**config.mk**
```make
export PLATFORM = sky130hd
export DESIGN_NAME = decode_stage
export DESIGN_NICKNAME = d
export VERILOG_FILES = /design/src/verilog/idu_pkg.sv /design/src/verilog/reg_file.sv /design/src/verilog/inst_decoder.sv /design/src/verilog/operand_forward.sv /design/src/verilog/idu_control.sv /design/src/verilog/decode_stage.sv
export SDC_FILE = /design/constraint.sdc
export NUM_CORES = 1
export LEC_CHECK = 0
export ABC_AREA = 1
export CAP_MARGIN = 20
export CELL_PAD_IN_SITES_DETAIL_PLACEMENT = 0
export CELL_PAD_IN_SITES_GLOBAL_PLACEMENT = 2
export CORE_MARGIN = 2
export CORE_UTILIZATION = 32
export DETAILED_ROUTE_END_ITERATION = 6
export DONT_BUFFER_PORTS = 1
export GPL_TIMING_DRIVEN = 0
export PLACE_DENSITY_LB_ADDON = 0.1
export SLEW_MARGIN = 20
export SYNTH_ARGS = -nofsm -noshare
export SYNTH_HDL_FRONTEND = slang
export SYNTH_HIERARCHICAL = 1
export SYNTH_SLANG_ARGS = --single-unit
```
**constraint.sdc**
```tcl
create_clock -name clock -period 1.8 [get_ports clock]
set_input_delay 0.09 -clock clock [delete_from_list [all_inputs] [get_ports clock]]
set_output_delay 0.09 -clock clock [all_outputs]
set_load 0.02 [all_outputs]
```
**src/verilog/idu_pkg.sv**
```systemverilog
`default_nettype none

package idu_pkg;

	localparam int xlen       = 32;
	localparam int reg_addr_w = 4;
	localparam int reg_count  = 16;

	// opcode bits 6:2 of each class.
	localparam logic [4:0] op5_lui     = 5'b01101;
	localparam logic [4:0] op5_auipc   = 5'b00101;
	localparam logic [4:0] op5_jal     = 5'b11011;
	localparam logic [4:0] op5_jalr    = 5'b11001;
	localparam logic [4:0] op5_branch  = 5'b11000;
	localparam logic [4:0] op5_load    = 5'b00000;
	localparam logic [4:0] op5_store   = 5'b01000;
	localparam logic [4:0] op5_op_imm  = 5'b00100;
	localparam logic [4:0] op5_op      = 5'b01100;
	localparam logic [4:0] op5_system  = 5'b11100;
	localparam logic [4:0] op5_miscmem = 5'b00011;

	localparam logic [31:0] word_ecall = 32'h0000_0073;
	localparam logic [31:0] word_mret  = 32'h3020_0073;

	// bit positions in the one-hot class vector; last entry is its width.
	typedef enum int {
		cls_lui,
		cls_auipc,
		cls_jal,
		cls_jalr,
		cls_branch,
		cls_load,
		cls_store,
		cls_op_imm,
		cls_op,
		cls_system,
		cls_count
	} op_class_e;

	typedef logic [cls_count-1:0] op_class_t;

	typedef union packed {
		struct packed {
			logic [6:0] funct7;
			logic [4:0] rs2;
			logic [4:0] rs1;
			logic [2:0] funct3;
			logic [4:0] rd;
			logic [6:0] opcode;
		} reg_view;
		struct packed {
			logic        sign;
			logic [10:0] hi;
			logic [7:0]  mid;
			logic [3:0]  lo;
			logic        b7;
			logic [6:0]  opcode;
		} imm_view;
	} inst_word_u;

	typedef struct packed {
		logic                  busy;
		logic                  load;
		logic                  reg_wen;
		logic [reg_addr_w-1:0] rd;
		logic [xlen-1:0]       value;
	} stage_status_t;

	typedef struct packed {
		op_class_t             op_class;
		logic [2:0]            funct3;
		logic                  funct7_5;
		logic [reg_addr_w-1:0] rd;
		logic                  reg_wen;
		logic                  fencei;
		logic                  ecall;
		logic                  mret;
		logic [xlen-1:0]       pc;
		logic [xlen-1:0]       dnpc;
		logic [xlen-1:0]       src1;
		logic [xlen-1:0]       src2;
		logic [xlen-1:0]       imm;
	} issue_bundle_t;

	typedef struct packed {
		op_class_t             op_class;
		logic [2:0]            funct3;
		logic                  funct7_5;
		logic [reg_addr_w-1:0] rd;
		logic                  reg_wen;
		logic                  fencei;
		logic                  ecall;
		logic                  mret;
		logic [xlen-1:0]       imm;
		logic                  need_rs1;
		logic                  need_rs2;
	} decode_t;

endpackage

`default_nettype wire

```
**src/verilog/reg_file.sv**
```systemverilog
`timescale 1ns/100ps
`default_nettype none

module reg_file (
	input  logic                           clock,
	input  logic                           rst_n,
	input  logic [idu_pkg::reg_addr_w-1:0] rs1_addr,
	input  logic [idu_pkg::reg_addr_w-1:0] rs2_addr,
	output logic [idu_pkg::xlen-1:0]       rs1_data,
	output logic [idu_pkg::xlen-1:0]       rs2_data,
	input  logic                           wb_en,
	input  logic [idu_pkg::reg_addr_w-1:0] wb_rd,
	input  logic [idu_pkg::xlen-1:0]       wb_val
);
	import idu_pkg::*;

	logic [xlen-1:0] regs [reg_count];

	// x0 is never written, so it stays at its reset value of zero.
	always_ff @(posedge clock or negedge rst_n) begin
		if (!rst_n) begin
			for (int i = 0; i < reg_count; i++) begin
				regs[i] <= '0;
			end
		end else if (wb_en && wb_rd != '0) begin
			regs[wb_rd] <= wb_val;
		end
	end

	// no bypass from the write port.
	assign rs1_data = regs[rs1_addr];
	assign rs2_data = regs[rs2_addr];

endmodule

`default_nettype wire

```
**src/verilog/inst_decoder.sv**
```systemverilog
`timescale 1ns/100ps
`default_nettype none

module inst_decoder (
	input  idu_pkg::inst_word_u inst,
	output idu_pkg::decode_t    dec
);
	import idu_pkg::*;

	logic [4:0]      op5;
	op_class_t       cls;
	logic            fmt_r;
	logic            fmt_i;
	logic            fmt_s;
	logic            fmt_b;
	logic            fmt_u;
	logic            fmt_j;
	logic [xlen-1:0] imm;

	assign op5 = inst.reg_view.opcode[6:2];

	assign cls[cls_lui]    = (op5 == op5_lui);
	assign cls[cls_auipc]  = (op5 == op5_auipc);
	assign cls[cls_jal]    = (op5 == op5_jal);
	assign cls[cls_jalr]   = (op5 == op5_jalr);
	assign cls[cls_branch] = (op5 == op5_branch);
	assign cls[cls_load]   = (op5 == op5_load);
	assign cls[cls_store]  = (op5 == op5_store);
	assign cls[cls_op_imm] = (op5 == op5_op_imm);
	assign cls[cls_op]     = (op5 == op5_op);
	assign cls[cls_system] = (op5 == op5_system);

	assign fmt_r = cls[cls_op];
	assign fmt_i = cls[cls_jalr] | cls[cls_load] | cls[cls_op_imm] | cls[cls_system];
	assign fmt_s = cls[cls_store];
	assign fmt_b = cls[cls_branch];
	assign fmt_u = cls[cls_lui] | cls[cls_auipc];
	assign fmt_j = cls[cls_jal];

	// immediate assembled slice by slice, sign bit is always inst[31].
	always_comb begin
		imm[31]    = inst.imm_view.sign;
		imm[30:20] = fmt_u ? inst.imm_view.hi : {11{inst.imm_view.sign}};
		imm[19:12] = (fmt_u | fmt_j) ? inst.imm_view.mid : {8{inst.imm_view.sign}};
		if (fmt_b)
			imm[11] = inst.imm_view.b7;
		else if (fmt_u)
			imm[11] = 1'b0;
		else if (fmt_j)
			imm[11] = inst.imm_view.hi[0];
		else
			imm[11] = inst.imm_view.sign;
		imm[10:5] = fmt_u ? 6'b0 : inst.imm_view.hi[10:5];
		if (fmt_i | fmt_j)
			imm[4:1] = inst.imm_view.hi[4:1];
		else if (fmt_u)
			imm[4:1] = 4'b0;
		else
			imm[4:1] = inst.imm_view.lo;
		if (fmt_i)
			imm[0] = inst.imm_view.hi[0];
		else if (fmt_s)
			imm[0] = inst.imm_view.b7;
		else
			imm[0] = 1'b0;
	end

	assign dec.op_class = cls;
	assign dec.funct3   = inst.reg_view.funct3;
	assign dec.funct7_5 = inst.reg_view.funct7[5];
	assign dec.rd       = inst.reg_view.rd[reg_addr_w-1:0];
	// ecall, ebreak and mret write no register.
	assign dec.reg_wen  = (fmt_i & ~(cls[cls_system] & inst.reg_view.funct3 == 3'b0))
		| fmt_r | fmt_u | fmt_j;
	assign dec.fencei   = (op5 == op5_miscmem);
	assign dec.ecall    = (inst == word_ecall);
	assign dec.mret     = (inst == word_mret);
	assign dec.imm      = imm;
	assign dec.need_rs2 = cls[cls_branch] | cls[cls_store] | cls[cls_op];
	assign dec.need_rs1 = dec.need_rs2 | cls[cls_jalr] | cls[cls_load]
		| cls[cls_op_imm] | cls[cls_system];

endmodule

`default_nettype wire

```
**src/verilog/operand_forward.sv**
```systemverilog
`timescale 1ns/100ps
`default_nettype none

module operand_forward (
	input  logic [idu_pkg::reg_addr_w-1:0] rs1_addr,
	input  logic [idu_pkg::reg_addr_w-1:0] rs2_addr,
	input  logic [idu_pkg::xlen-1:0]       rs1_data,
	input  logic [idu_pkg::xlen-1:0]       rs2_data,
	input  logic                           need_rs1,
	input  logic                           need_rs2,
	input  idu_pkg::stage_status_t         exu_status,
	input  idu_pkg::stage_status_t         lsu_status,
	output logic [idu_pkg::xlen-1:0]       src1,
	output logic [idu_pkg::xlen-1:0]       src2,
	output logic                           stall
);
	import idu_pkg::*;

	logic rs1_exu_hit;
	logic rs2_exu_hit;
	logic rs1_lsu_hit;
	logic rs2_lsu_hit;

	// stage still owes a write to this source.
	function automatic logic hit(input stage_status_t st, input logic [reg_addr_w-1:0] addr,
		input logic need);
		return need & st.busy & st.reg_wen & (st.rd != '0) & (st.rd == addr);
	endfunction

	assign rs1_exu_hit = hit(exu_status, rs1_addr, need_rs1);
	assign rs2_exu_hit = hit(exu_status, rs2_addr, need_rs2);
	assign rs1_lsu_hit = hit(lsu_status, rs1_addr, need_rs1);
	assign rs2_lsu_hit = hit(lsu_status, rs2_addr, need_rs2);

	// execute is younger, so it wins.
	assign src1 = rs1_exu_hit ? exu_status.value :
		rs1_lsu_hit ? lsu_status.value : rs1_data;
	assign src2 = rs2_exu_hit ? exu_status.value :
		rs2_lsu_hit ? lsu_status.value : rs2_data;

	// load data is not ready yet.
	assign stall = (exu_status.load & (rs1_exu_hit | rs2_exu_hit))
		| (lsu_status.load & (rs1_lsu_hit | rs2_lsu_hit));

endmodule

`default_nettype wire

```
**src/verilog/idu_control.sv**
```systemverilog
`timescale 1ns/100ps
`default_nettype none

module idu_control (
	input  logic                     clock,
	input  logic                     rst_n,
	input  logic                     in_valid,
	output logic                     in_ready,
	input  logic                     stall,
	input  logic                     flush,
	output logic                     out_valid,
	input  logic                     out_ready,
	input  idu_pkg::decode_t         dec,
	input  logic [idu_pkg::xlen-1:0] pc,
	input  logic [idu_pkg::xlen-1:0] dnpc,
	input  logic [idu_pkg::xlen-1:0] src1,
	input  logic [idu_pkg::xlen-1:0] src2,
	output idu_pkg::issue_bundle_t   issue
);
	import idu_pkg::*;

	logic          ready_q;
	logic          valid_q;
	logic          accept;
	logic          send;
	issue_bundle_t issue_q;

	assign in_ready  = ready_q & ~stall;
	assign out_valid = valid_q;
	assign accept    = in_valid & in_ready;
	assign send      = valid_q & out_ready;

	// one slot; flush empties it regardless of the handshake.
	always_ff @(posedge clock or negedge rst_n) begin
		if (!rst_n) begin
			ready_q <= 1'b1;
			valid_q <= 1'b0;
		end else begin
			ready_q <= flush | (ready_q & ~accept) | (~ready_q & send);
			valid_q <= ~flush & ((valid_q & ~out_ready) | (~valid_q & accept));
		end
	end

	always_ff @(posedge clock or negedge rst_n) begin
		if (!rst_n) begin
			issue_q <= '0;
		end else if (accept) begin
			issue_q.op_class <= dec.op_class;
			issue_q.funct3   <= dec.funct3;
			issue_q.funct7_5 <= dec.funct7_5;
			issue_q.rd       <= dec.rd;
			issue_q.reg_wen  <= dec.reg_wen;
			issue_q.fencei   <= dec.fencei;
			issue_q.ecall    <= dec.ecall;
			issue_q.mret     <= dec.mret;
			issue_q.pc       <= pc;
			issue_q.dnpc     <= dnpc;
			issue_q.src1     <= src1;
			issue_q.src2     <= src2;
			issue_q.imm      <= dec.imm;
		end
	end

	assign issue = issue_q;

endmodule

`default_nettype wire

```
**src/verilog/decode_stage.sv**
```systemverilog
`timescale 1ns/100ps
`default_nettype none

module decode_stage (
	input  logic                           clock,
	input  logic                           rst_n,
	input  idu_pkg::inst_word_u            inst,
	input  logic [idu_pkg::xlen-1:0]       pc,
	input  logic [idu_pkg::xlen-1:0]       dnpc,
	input  logic                           in_valid,
	output logic                           in_ready,
	input  idu_pkg::stage_status_t         exu_status,
	input  idu_pkg::stage_status_t         lsu_status,
	input  logic                           wb_en,
	input  logic [idu_pkg::reg_addr_w-1:0] wb_rd,
	input  logic [idu_pkg::xlen-1:0]       wb_val,
	input  logic                           flush,
	input  logic                           out_ready,
	output idu_pkg::issue_bundle_t         issue,
	output logic                           out_valid
);
	import idu_pkg::*;

	logic [reg_addr_w-1:0] rs1_addr;
	logic [reg_addr_w-1:0] rs2_addr;
	logic [xlen-1:0]       rs1_data;
	logic [xlen-1:0]       rs2_data;
	logic [xlen-1:0]       src1;
	logic [xlen-1:0]       src2;
	logic                  stall;
	decode_t               dec;

	// rv32e has sixteen registers, upper address bit is ignored.
	assign rs1_addr = inst.reg_view.rs1[reg_addr_w-1:0];
	assign rs2_addr = inst.reg_view.rs2[reg_addr_w-1:0];

	reg_file i_reg_file (
		.clock    (clock),
		.rst_n    (rst_n),
		.rs1_addr (rs1_addr),
		.rs2_addr (rs2_addr),
		.rs1_data (rs1_data),
		.rs2_data (rs2_data),
		.wb_en    (wb_en),
		.wb_rd    (wb_rd),
		.wb_val   (wb_val)
	);

	inst_decoder i_inst_decoder (
		.inst (inst),
		.dec  (dec)
	);

	operand_forward i_operand_forward (
		.rs1_addr   (rs1_addr),
		.rs2_addr   (rs2_addr),
		.rs1_data   (rs1_data),
		.rs2_data   (rs2_data),
		.need_rs1   (dec.need_rs1),
		.need_rs2   (dec.need_rs2),
		.exu_status (exu_status),
		.lsu_status (lsu_status),
		.src1       (src1),
		.src2       (src2),
		.stall      (stall)
	);

	idu_control i_idu_control (
		.clock     (clock),
		.rst_n     (rst_n),
		.in_valid  (in_valid),
		.in_ready  (in_ready),
		.stall     (stall),
		.flush     (flush),
		.out_valid (out_valid),
		.out_ready (out_ready),
		.dec       (dec),
		.pc        (pc),
		.dnpc      (dnpc),
		.src1      (src1),
		.src2      (src2),
		.issue     (issue)
	);

endmodule

`default_nettype wire

```
==> out/qor.yml <==
status:
  status: "finished, violations left"
  violations: "DRC, hold timing, slew limit, setup timing"
critical_path:
  worstReg2RegEnd: "i_idu_control/issue[55]"
  path_class: "input port to flop"
  r2r_start: "i_reg_file/regs[471]"
  end_kind: "flop"
  crit_required_ps: 2390
  start_kind: "input port"
  critical-path-slowest-cell: "clkdlybuf4s15_1"
  rrSetupSlack_ps: 10
  worstPathMaxFanout: 10
  crit_chain: "inv_2, clkdlybuf4s15_1, nand3_1, nand3_4, nand2_2, inv_1, nand2_1, nand3_1, nand2_1, nand3_1, nand2_1"
  cpPeakStageDelay_ps: 940
  reg2regPathDepth: 12
  worstPathArrival_ps: 2460
sta:
  setup_viol: 9
  fmax_mhz: 533.5
  skew_ps: 25.04
  period_minus_slack_ps: 1874
  rsz0062_at_grt: "yes"
  worstMarginPinSlew_ps: 2347
  slew_violations: 285
  finalHoldWorstSlack_ps: -894.5
  worst_slack_ps: -74.38
  hold_viol_final: 697
  finalCritPeriodShare: 1.041
  relSlewSlack: -0.5645
job:
  drv_cap: 0
global_routing:
  grt_max_degree: 697
  antenna_found_initial: 9
  globalRouteTotalUtil: 0.3309
  grt_pass1_wl_um: 300800
  overflow: 0
  grt_pass1_vias: 39850
hold_path:
  hold_path_class: "input port to async pin"
die:
  core_um2: 123600
  dieArea_um2: 127400
  initial_utilization: 0.3224
  rows: 129
  fp.dieW_um: 356.9
  fp.dieH_um: 356.9
  pin_count: 400
route:
  vias: 42280
  post_drt_via_cell_ratio: 5.294
  drt_iter0_markers: 4794
  drt_wl_total_um: 216100
  post-route-drc-count: 1
  firstDrtPassIters: 7
  wire_per_inst_um: 27.06
  antenna_left: 0
clock_tree:
  cts_buffers: 88
  clk_latency_ps: 710
  clock-sinks: 696
  cts_tree: "built"
  root_buffer: "clkbuf_16"
  cts_max_level: 3
  clockBufferDepth: 3
  path_clk_slew_ps: 60
cells_and_area:
  fin_nets: 6490
  final_cell_mix: "2,128 x nand2_1, 1,130 x nand3_1, 695 x dfrtp_1"
  layout_commonest_cell: "nand2_1"
  syn2layout_area_growth_pct: 23.51
  final_layout_size_suffix_gt1_frac: 0.1122
  stdcell_area_um2: 49230
synth:
  ys.warnings.count: 6
  yosysTopAreaCell: "dfrtp_1"
  ys_seq_elements: 696
  ys_types: 34
  synthCells: 5906
  avgSynthCellArea_um2: 6.749
  synth_top_area_share: 0.4363
  synthTopCellsByArea: "dfrtp_1 44%, nand2_1 20%, nand3_1 16%"
  synth.cell_area_um2: 39860
  syn-num-nets: 6122
  seq_area_frac_synth: 0.4370
placement:
  pre_cts_ws_ps: -1492
  gp_congestion: 0.9694
  placed_area_um2: 42140
  numPortBuffers: 0
  dp_hpwl_um: 157100
power:
  p_leak_nw: 25.33
  p_per_area_nw_per_um2: 1063
  peakVddDrop_mv: 0.9648
## logic make-up after synthesis
| logic type | after synthesis | synth area share |
|---|---|---|
| xor+xnor | 4 | 0.0008791 |
| compound gates | 507 | 0.06445 |
| flops | 696 | 0.4370 |
| buf+inv | 1186 | 0.1219 |
| simple gates | 3513 | 0.3758 |
## registers in the layout, summed over array words and instances, names as in the netlist
name,count
i_idu_control/ready_q,1
i_idu_control/out_valid,1
i_idu_control/issue,182
i_reg_file/regs,512
## stage by stage
step	hold slack (ps)	utilization	setup TNS (ps)	std cells	total power (W)
final	-894.5	0.3982	-303.0	7986	0.05232
after global routing	-941.0	0.3981	-364.6	7982	0.05484
after CTS	-907.9	0.3913	0	7971	0.05210
after detailed placement	-135.2	0.3408	-236230	7544	0.03230
after global placement	-142.9	0.3405	-245530	7543	0.03212
after floorplan	-205.6	-	-22270	5906	0.02794
## cells in the mapped netlist
library cell	n
a21oi_1	3
and2_1	1
buf_1	53
buf_2	113
buf_4	54
buf_6	6
buf_8	1
clkbuf_1	248
clkbuf_2	2
clkinv_4	1
dfrtp_1	695
dfstp_2	1
inv_1	700
inv_2	8
nand2_1	2173
nand2_2	11
nand2_4	3
nand3_1	1256
nand3_2	7
nand4_1	2
nor2_1	35
nor2_2	11
nor2_4	5
nor2_8	1
nor3_1	4
nor3_4	2
nor3b_1	1
nor4_1	1
o21ai_0	481
o21ai_1	14
o21ai_2	8
o22ai_1	1
xnor2_1	1
xor2_1	3
## worst max path at each step
stage,from,to,slack (ps),depth (start not counted)
after floorplan,inst[6],i_idu_control/issue[0],-140,21
after global placement,inst[16],i_idu_control/issue[76],-1950,13
after detailed placement,inst[20],i_idu_control/issue[39],-1490,14
after CTS,wb_en,i_reg_file/regs[366],1,7
after global routing,inst[4],in_ready,-80,15
final,inst[22],i_idu_control/issue[40],-70,11
## critical path, delay by kind of cell
| family | cells | cell delay [ps] |
|---|---|---|
| and+or+nand+nor | 8 | 970 |
| buffers and inverters | 3 | 1360 |
## layer usage
metal	vias up	track usage	routed length, um
met5	-	0	85
met4	2	0.1246	9174
met3	340	0.06204	17260
met2	1766	0.5001	93930
met1	20900	0.4681	95660
li1	19270	-	-
## power breakdown
| group | switching [W] | total [W] | leakage (nW) | internal (W) |
|---|---|---|---|---|
| clock network | 0.00774 | 0.0189 | 1.49 | 0.0112 |
| registers | 0.00250 | 0.0211 | 8.74 | 0.0186 |
| logic | 0.00848 | 0.0123 | 15.1 | 0.00385 |
| total | 0.0187 | 0.0523 | 25.3 | 0.0336 |
## layout make-up
type                       count  area, um2
antenna                        4      10.01
buffer                       476       2596
clock buffer                 126       2587
clock inverter                35      452.9
fill                       13460      74410
inverter                     709       2670
multi-input combinational   4024      18660
sequential                   696      17420
tap                         1637       2048
timing repair buffer         279       2785
## repair_timing
item | 4_1_cts | 5_1_grt
resized for setup | 218 | 183
hold endpoints to repair | 1090 | 712
endpoints found under the setup margin | 185 | 255
pin swaps | 14 | 39
buffers inserted | 13 | 12
hold buffers | 253 | 3
gates cloned | 1 | 0
(Power assumes the default switching activity.)
